### src/common/cpu_config.svh
`ifndef CPU_CONFIG_SVH
`define CPU_CONFIG_SVH

// Instruction memory word-address width
`define IMEM_AW 10

// Data memory word-address width
`define DMEM_AW 10

// Byte address of the IO word
`define IO_BASE 14'h3F00

// Word index fetched first after upload
`define RESET_PC 0

`endif

### src/common/cpuPkg.sv
`default_nettype none
`include "cpu_config.svh"

package cpuPkg;

    typedef logic [31:0] word_t;
    typedef logic [4:0] regAddr_t;
    typedef logic [`IMEM_AW-1:0] imemAddr_t;   // Instruction word index
    typedef logic [3:0] aluOp_t;

    localparam aluOp_t ALU_ADD = 4'd0;
    localparam aluOp_t ALU_SUB = 4'd1;
    localparam aluOp_t ALU_AND = 4'd2;
    localparam aluOp_t ALU_OR  = 4'd3;
    localparam aluOp_t ALU_XOR = 4'd4;
    localparam aluOp_t ALU_SLL = 4'd5;
    localparam aluOp_t ALU_SRL = 4'd6;
    localparam aluOp_t ALU_SLT = 4'd7;

    // Where an execute operand comes from
    typedef enum logic [1:0] {
        FWD_RF  = 2'd0,   // Value read in decode
        FWD_MEM = 2'd1,   // ALU result in the memory stage
        FWD_WB  = 2'd2    // Writeback value
    } fwdSel_e;

    typedef enum logic [1:0] {
        RS_LOADING  = 2'd0,
        RS_STARTING = 2'd1,
        RS_RUNNING  = 2'd2
    } runState_e;

    // RV32I major opcodes
    localparam logic [6:0] OP_RTYPE  = 7'b0110011;
    localparam logic [6:0] OP_IMM    = 7'b0010011;
    localparam logic [6:0] OP_LOAD   = 7'b0000011;
    localparam logic [6:0] OP_STORE  = 7'b0100011;
    localparam logic [6:0] OP_BRANCH = 7'b1100011;
    localparam logic [6:0] OP_JAL    = 7'b1101111;

    localparam word_t NOP_INSTR = 32'h0000_0013;   // addi x0, x0, 0

endpackage

`default_nettype wire

### src/decode/pipeControl.sv
`timescale 1ns/1ns
`default_nettype none

module pipeControl import cpuPkg::*; (
    input  wire logic     clk,
    input  wire logic     rstN_i,
    input  wire logic     upgDone_i,
    input  wire word_t    idInstr_i,
    input  wire logic     branchTaken_i,
    input  wire regAddr_t exRs1_i,
    input  wire regAddr_t exRs2_i,
    input  wire regAddr_t memRd_i,
    input  wire logic     memRegWrite_i,
    input  wire regAddr_t wbRd_i,
    input  wire logic     wbRegWrite_i,
    output logic          regWrite_o, memRead_o, memWrite_o, aluSrc_o,
    output aluOp_t        aluOp_o,
    output fwdSel_e       fwdA_o, fwdB_o,
    output logic          pcHold_o,
    output logic          pcLoad_o,
    output logic          flushId_o,
    output logic          flushEx_o
);
    runState_e runState, runStateNext;
    logic running;
    logic [6:0] opcode;
    logic [2:0] funct3;
    logic funct7b5;
    regAddr_t rd;

    assign opcode = idInstr_i[6:0];
    assign rd = idInstr_i[11:7];
    assign funct3 = idInstr_i[14:12];
    assign funct7b5 = idInstr_i[30];

    always_ff @(posedge clk) begin
        if (!rstN_i) begin
            runState <= RS_LOADING;
        end else begin
            runState <= runStateNext;
        end
    end

    always_comb begin
        runStateNext = runState;
        case (runState)
            RS_LOADING: if (upgDone_i) runStateNext = RS_STARTING;
            RS_STARTING: runStateNext = upgDone_i ? RS_RUNNING : RS_LOADING;
            RS_RUNNING: if (!upgDone_i) runStateNext = RS_LOADING;
            default: runStateNext = RS_LOADING;
        endcase
    end

    // Pipeline stays flushed and the PC parked until running
    assign running = runState == RS_RUNNING;
    assign pcHold_o = !running;
    assign flushEx_o = !running;
    assign flushId_o = !running || branchTaken_i;   // One slot lost per taken branch
    assign pcLoad_o = running && branchTaken_i;

    always_comb begin
        regWrite_o = 1'b0;
        memRead_o = 1'b0;
        memWrite_o = 1'b0;
        aluSrc_o = 1'b0;
        aluOp_o = ALU_ADD;
        case (opcode)
            OP_RTYPE: begin
                regWrite_o = 1'b1;
                case (funct3)
                    3'b000: aluOp_o = funct7b5 ? ALU_SUB : ALU_ADD;
                    3'b001: aluOp_o = ALU_SLL;
                    3'b010: aluOp_o = ALU_SLT;
                    3'b100: aluOp_o = ALU_XOR;
                    3'b101: begin
                        aluOp_o = ALU_SRL;
                        regWrite_o = !funct7b5;   // SRA is not supported
                    end
                    3'b110: aluOp_o = ALU_OR;
                    3'b111: aluOp_o = ALU_AND;
                    default: regWrite_o = 1'b0;
                endcase
            end
            OP_IMM: begin
                aluSrc_o = 1'b1;
                regWrite_o = funct3 == 3'b000;   // ADDI only
            end
            OP_LOAD: begin
                aluSrc_o = 1'b1;
                memRead_o = funct3 == 3'b010;   // Word loads only
                regWrite_o = funct3 == 3'b010;
            end
            OP_STORE: begin
                aluSrc_o = 1'b1;
                memWrite_o = funct3 == 3'b010;
            end
            OP_JAL: begin
                aluSrc_o = 1'b1;
                regWrite_o = 1'b1;
            end
            default: regWrite_o = 1'b0;   // BEQ and unknown opcodes
        endcase
        if (rd == '0) begin
            regWrite_o = 1'b0;
        end
    end

    // Newer memory-stage value wins over writeback
    // Decode never enables a write to x0 so x0 cannot match
    function automatic fwdSel_e pickSource(input regAddr_t rs);
        if (memRegWrite_i && memRd_i == rs) begin
            return FWD_MEM;
        end else if (wbRegWrite_i && wbRd_i == rs) begin
            return FWD_WB;
        end
        return FWD_RF;
    endfunction

    always_comb begin
        fwdA_o = pickSource(exRs1_i);
        fwdB_o = pickSource(exRs2_i);
    end

    fwdFromX0: assert property (@(posedge clk) disable iff (!rstN_i)
        fwdA_o != FWD_RF |-> ((fwdA_o == FWD_MEM) ? memRd_i : wbRd_i) != '0)
        else $error("Operand A forwarded from a stage writing register 0");

endmodule

`default_nettype wire

### config.mk
export PLATFORM = sky130hd
export DESIGN_NAME = pipeControl
export DESIGN_NICKNAME = d
export VERILOG_FILES = /design/src/common/cpuPkg.sv /design/src/decode/pipeControl.sv
export VERILOG_INCLUDE_DIRS = /design/src /design/src/common
export SDC_FILE = /design/constraint.sdc
export NUM_CORES = 1
export LEC_CHECK = 0
export BUFFER_PORTS_ARGS = -buffer_cell sky130_fd_sc_hd__buf_2
export CAP_MARGIN = 10
export CORE_MARGIN = 8
export CORE_UTILIZATION = 33
export DETAILED_ROUTE_END_ITERATION = 7
export PLACE_DENSITY = 0.85
export SLEW_MARGIN = 20
export SYNTH_ARGS = -nofsm -noshare
export SYNTH_HDL_FRONTEND = slang
export SYNTH_SLANG_ARGS = --single-unit
### constraint.sdc
create_clock -name clk -period 2.9 [get_ports clk]
set_clock_uncertainty 0.2 [all_clocks]
set_input_delay 0.435 -clock clk [delete_from_list [all_inputs] [get_ports clk]]
set_output_delay 0.435 -clock clk [all_outputs]
set_load 0.01 [all_outputs]
# Word-level counts from Yosys, hierarchy flattened
# Index checks and enable logic that the tools add are counted.
# op_classes
n_eq_ne,19
muxes,23
n_reduce_logical,14
# op_table
cell,count
$pmux 3 s7,1
$eq 5x5->1,4
$mux 2,9
$eq 7x6->1 const B,2
$eq 3x3->1 const B,4
$mux 1,9
$eq 7x2->1 const B,1
$eq 7x5->1 const B,1
$eq 7x7->1 const B,1
$pmux 2 s3,1
$reduce_or 6->1,1
$logic_and 1x1->1,5
$logic_not 5->1,1
$ne 2x2->1 const B,2
$pmux 1 s4,1
$reduce_or 4->1,1
$eq 3x1->1 const B,1
$eq 3x2->1 const B,1
$logic_not 3->1,1
$mux 3,1
$eq 2x1->1 const B,1
$eq 2x2->1 const B,1
$logic_not 1->1,2
$logic_not 2->1,1
other kinds (3),3
# word_totals
reg_bits,2
in_bits,58
output_inout_bits,16
wordCells,57

# Logic depth before layout (Yosys ltp)
# Gate-level depths: netlist of the first run.
# logic_depth
word_depth,5
depth_mapped,5
ltp_nobuf,4

# Worst setup path after synthesis of the first run
# OpenSTA, ideal clock, no wires.
# synth_timing
path_kind,input-to-output
startpoint,in idInstr_i[6]
endpoint,out aluOp_o[0]
arrival_ns,1.278
required_ns,2.265
slack_ns,0.987
stages,4
path_buffers,0
cell_sequence,or3_4 -> nor2_4 -> nand3_1 -> a21oi_1
# synth_between
elab_chain_len,2
# synth_lines
element,line,rtl
"start, declared",pipeControl.sv:8,"input wire word_t idInstr_i,"
$eq 7x6->1,pipeControl.sv:67,case (opcode)
$mux 3,pipeControl.sv:67,
"end, declared",pipeControl.sv:17,"output aluOp_t aluOp_o,"
# No other way between the ends.

# Worst setup path in the final report of the first run
# Same ends and word-level chain as after synthesis.

==> results_dict.tcl, run 1 <==
set metrics [dict create \
    arrival_ps 1510 \
    cts.sinks 2 \
    antenna_left 0 \
    track_usage_pct 11.1 \
    crit_path_start "idInstr_i[6]" \
    htreeDepth 1 \
    rr_worst_depth 2 \
    worstReg2RegStart "runState[0]$_SDFFE_PN0P_" \
    hold_class "reg -> reg" \
    crit_type "in -> out" \
    grt_pass1_vias 790 \
    cts_setup_buffers 0 \
    grt_pass1_wl_mm 3.01 \
    largest-register "runState" \
    drv_cap 0 \
    seqCellArea_um2 40.0 \
    grt_max_degree 9 \
    fin_setup_tns_ps 0 \
    hpwlAfterDp_mm 1.62 \
    synth_cell_types 28 \
    dr_total_vias 727 \
    synth_warnings 0 \
    diodes 0 \
    antenna_found_initial 0 \
    cts.root.buffer_cell "clkbuf_4" \
    fillCellCount 155 \
    reg.largest.list "runState x2" \
    grt_overflow 0 \
    routed_wl_mm 1.80 \
    rsz0062_at_grt "no" \
    post_drt_wl_per_cell_um 12.3 \
    area_delta_synth_final_pct 55.6 \
    drive_gt1_share_pct 48.9 \
    cts_resized 0 \
    synth_top_area_share_pct 27.4 \
    required_ps 2270 \
    clk_latency_ps 220 \
    final_max_slew_viol_count 0 \
    cp.depth 6 \
    min_period_over_period_pct 74.0 \
    finalPower_mw 0.177 \
    final_hold_viol_count 0 \
    syn_inst 75 \
    num_io_pins 74 \
    rows 14 \
    drtIter0Drc 6 \
    path_buf_inv 2 \
    via_per_inst 4.95 \
    dieHeight_um 56.6 \
    drcViolationCount 0 \
    clk_pin_slew_ps 30 \
    first_pass_iters 4 \
    crit_path_max_incr_delay_ps 400 \
    place_congestion 0.785 \
    p_leak_nw 0.461 \
    crit_fanout 4 \
    synthTopCellsByArea "xor2_1, xnor2_1, dfxtp_1, nor4_1, nor2_1" \
    synth-seq-cells 2 \
    cts_inserted_buffers 3 \
    crit_top_cell "buf_2" \
    synthesis.nets 133 \
    fmax_ghz 0.466 \
    port_buffers 56 \
    hold_depth 1 \
    multi_input_area_um2 480 \
    status "completed" \
    cp_top_family "simple AND/OR/NAND/NOR gates" \
    clockBufferDepth 2 \
    netlist_area_um2 544 \
    slowest_stage "or3_4" \
    cts_tree "done" \
    ctsHoldBuffers 0 \
    period_needed_ps 2150 \
    largest_reg_flops 2 \
    start_util_pct 35.7 \
    cp_cell_sequence "buf_2 > or3_4 > nor2_4 > nand3_1 > a21oi_1 > buf_2" \
    cellPowerDensity_nw_per_um2 208 \
    final_net_count 191 \
    setup.worst_path.end_class "output pin" \
    die_w_um 56.6 \
    peakVddDrop_mv 0.194 \
    seq_area_frac_synth_pct 7.36 \
    die-area_um2 3200 \
    hold_start "runState[1]$_SDFFE_PN0P_" \
    core_um2 1520 \
    setup_viol 0 \
    syn_avg_cell_area_um2 7.26 \
    crit_path_start_kind "input port" \
    yosys.area.top_type "xor2_1" \
]
-- cells in the mapped netlist (all sizes together) --
cell / n
xor2: 17
nor2: 9
nand2: 6
nor4: 6
xnor2: 5
a21oi: 4
nand2b: 4
nand3: 4
buf: 3
and3: 2
dfxtp: 2
o21ai: 2
a21o: 1
a41oi: 1
and3b: 1
and4b: 1
and4bb: 1
conb: 1
inv: 1
nor2b: 1
nor3: 1
or3: 1
or4: 1
-- per-stage QoR --
step	instances	hold WS, ps	util [%]	cell area [um^2]	setup WS [ps]
6_report	147	233	55.6	847	754
2_1_floorplan	75	210	-	544	987
3_5_place_dp	144	230	54.1	825	754
4_1_cts	147	236	55.6	847	751
5_1_grt	147	254	55.6	847	624
3_3_place_gp	144	217	54.1	825	777
-- area by class of cell --
class / count / share of cell area (%)
timing repair buffer: 56 / 33.1
inverter: 1 / 0.443
tap: 16 / 2.36
sequential: 2 / 4.73
clock buffer: 3 / 2.66
multi-input combinational: 69 / 56.7
-- cell usage in the layout, fill, tap and decap left out --
cell and count:
o21ai_1 1, xnor2_1 5, clkbuf_4 3, nor4_2 1, and3_1 2, dfxtp_1 2, nor2b_1 1, inv_1 1
a41oi_2 1, and4bb_1 1, a21oi_1 3, nand3_1 4, a21o_1 1, conb_1 1, o21ai_0 1, nor3_1 1
nor4_1 5, a21oi_2 1, and4b_1 1, xor2_1 17, or4_1 1, or3_4 1, buf_2 56, nor2_4 1
nand2_1 6, nor2_1 8, nand2b_1 4, and3b_1 1
-- where the power goes --
part	total, mW	internal, mW	leakage, nW	switching [mW]
registers	0.0300	0.0291	0.0164	0.000872
clock network	0.0611	0.0456	0.0138	0.0155
logic	0.0855	0.0437	0.431	0.0418
-- logic make-up after synthesis --
kind of cell | Yosys count | share of synthesized area, %
and+or+nand+nor | 38 | 41.6
xor gates and xnor gates | 22 | 35.4
AOI/OAI and AO/OA | 8 | 10.6
buffers and inverters | 4 | 4.37
DFF | 2 | 7.36
other | 1 | 0.689
-- final timing paths --
kind / endpoint / slack, ps
worst min register to register: runState[0]$_SDFFE_PN0P_ / 230
worst min-delay path: runState[0]$_SDFFE_PN0P_ / 230
worst max-delay path: aluOp_o[0] / 750
worst max register to register: runState[1]$_SDFFE_PN0P_ / 1980
-- layer usage --
layer	vias up	GRT usage, %	wire length (um)
li1	371	-	-
met3	2	5.84	169
met4	0	4.81	7
met2	36	20.1	901
met1	318	9.89	724
met5	-	0	0
Power figures use the tool's default switching activity.
==> run 2, diff against run 1 <==
Settings changed: CORE_UTILIZATION 33 to 30, PLACE_DENSITY 0.85 to 0.79.
Clock period 2.9 ns to 2 ns, I/O delays scaled along.
==> run 2 against run 1 <==
  * Total power is 45% higher
  * Critical path depth stayed put
  * Largest power group unchanged
  * Final area is 1.3% higher
  * Global-route usage is 0.098 points lower
  * Hold slack worse by 87 ps
  * Cell count is 6.1% higher
  * Non-clock buffer count stayed put
  * Highest routed layer is now met3
  * Critical path type unchanged
  * Register-to-register slack worse by 920 ps
  * Core utilization is 5.3 points lower
  * Sequential share of layout area is 0.062 points lower
  * First-iteration DRC count is 17% higher
==> results_dict.tcl, run 2 (synthesis results as in run 1) <==
set metrics [dict create \
    cts_tree "done" \
    largest-register "runState" \
    grt_pass1_wl_mm 3.06 \
    drive_gt1_share_pct 48.9 \
    hold_class "in -> reg" \
    area_delta_synth_final_pct 57.7 \
    layout_commonest_cell "buf_2" \
    fin_setup_tns_ps 0 \
    fin_ws_ps 160 \
    reg.largest.list "runState x2" \
    final_max_slew_viol_count 0 \
    rows 15 \
    start_util_pct 31.9 \
    multi_input_area_um2 480 \
    placed_area_um2 836 \
    cp.depth 6 \
    arrival_ps 1340 \
    worstReg2RegStart "runState[0]$_SDFFE_PN0P_" \
    mostFrequentLayoutCells "buf_2, xor2_1, nor2_1, nand2_1" \
    clk_pin_slew_ps 30 \
    first_pass_iters 2 \
    final_hold_viol_count 0 \
    htreeDepth 1 \
    largest_reg_flops 2 \
    drcViolationCount 0 \
    cts.sinks 2 \
    routed_wl_mm 1.91 \
    period_needed_ps 1840 \
    cp_top_family "simple AND/OR/NAND/NOR gates" \
    crit_path_start "idInstr_i[6]" \
    crit_path_start_kind "input port" \
    cts_setup_buffers 0 \
    crit_fanout 4 \
    dp_slack_ps 152 \
    seqCellArea_um2 40.0 \
    cts_inserted_buffers 3 \
    clockBufferDepth 2 \
    dp_cells 153 \
    peakVddDrop_mv 0.198 \
    die-area_um2 3430 \
    core_um2 1710 \
    status "completed" \
    port_buffers 56 \
    crit_top_cell "buf_2" \
    r2r-end "runState[1]$_SDFFE_PN0P_" \
    setup.worst_path.end_class "output pin" \
    required_ps 1500 \
    clk_latency_ps 220 \
    via_per_inst 4.58 \
    setup.worst_path.end "regWrite_o" \
    diodes 0 \
    num_io_pins 74 \
    cp_cell_sequence "buf_2 > or3_4 > nor2_4 > a41oi_2 > a21oi_2 > buf_2" \
    slowest_stage "or3_4" \
    place_congestion 0.753 \
    track_usage_pct 11.0 \
    path_buf_inv 2 \
    die_w_um 58.6 \
    reg2reg_setup_slack_ps 1060 \
    fmax_ghz 0.544 \
    fillCellCount 169 \
    dieHeight_um 58.6 \
    min_period_over_period_pct 92.0 \
    dr_total_vias 715 \
    crit_path_max_incr_delay_ps 400 \
    rsz0062_at_grt "no" \
    rr_worst_depth 2 \
    drv_cap 0 \
    cellPowerDensity_nw_per_um2 298 \
    grt_max_degree 9 \
    hpwlAfterDp_mm 1.76 \
    design_area_um2 858 \
    fin_cells 156 \
    grt_overflow 0 \
    setup_viol 0 \
    final_net_count 191 \
    crit_type "in -> out" \
    p_leak_nw 0.461 \
    antenna_left 0 \
    antenna_found_initial 0 \
    cts.root.buffer_cell "clkbuf_4" \
    cts_resized 0 \
    post_drt_wl_per_cell_um 12.3 \
    drtIter0Drc 7 \
    grt_pass1_vias 788 \
    ctsHoldBuffers 0 \
]
run 2: cell type report:
class                   instances  share of cell area, %
repair buffers                 56                   32.7
flip-flops and latches          2                   4.66
well taps                      25                   3.64
clock buffers                   3                   2.62
multi-input cells              69                   56.0
inverters                       1                  0.437
run 2: power by group:
| part | leakage [nW] | total (mW) | internal, mW | switching [mW] |
|---|---|---|---|---|
| sequential | 0.0164 | 0.0435 | 0.0422 | 0.00130 |
| clock | 0.0138 | 0.0861 | 0.0659 | 0.0202 |
| combinational | 0.431 | 0.126 | 0.0634 | 0.0631 |
run 2: metrics by stage:
step	hold slack, ps	utilization [%]	power [mW]
floorplan	210	-	0.103
global placement	220	48.9	0.166
detailed placement	235	48.9	0.171
CTS	137	50.3	0.262
global route	155	50.3	0.283
finish	146	50.3	0.256
run 2: how the worst min path moves through the flow:
stage	end	slack [ps]	start	depth (start not counted)
after floorplan	runState[0]$_SDFFE_PN0P_	210	runState[1]$_SDFFE_PN0P_	1
after global placement	runState[0]$_SDFFE_PN0P_	220	runState[1]$_SDFFE_PN0P_	1
after detailed placement	runState[0]$_SDFFE_PN0P_	230	runState[1]$_SDFFE_PN0P_	1
after CTS	runState[0]$_SDFFE_PN0P_	140	upgDone_i	3
after global routing	runState[1]$_SDFFE_PN0P_	150	upgDone_i	3
final	runState[0]$_SDFFE_PN0P_	150	upgDone_i	3
run 2: worst reg2reg max path: stages, from the launching register on:
cell,delay [ps]
dfxtp_1,340
nand2b_1,190
a21oi_1,90
run 2: metal layers:
| metal | part of all wire (%) | track usage [%] | vias to the layer above |
|---|---|---|---|
| li1 | - | - | 374 |
| met1 | 44 | 12.3 | 296 |
| met2 | 47 | 18.9 | 45 |
| met3 | 9.2 | 4.78 | 0 |
| met4 | 0 | 2.05 | 0 |
| met5 | 0 | 0 | - |
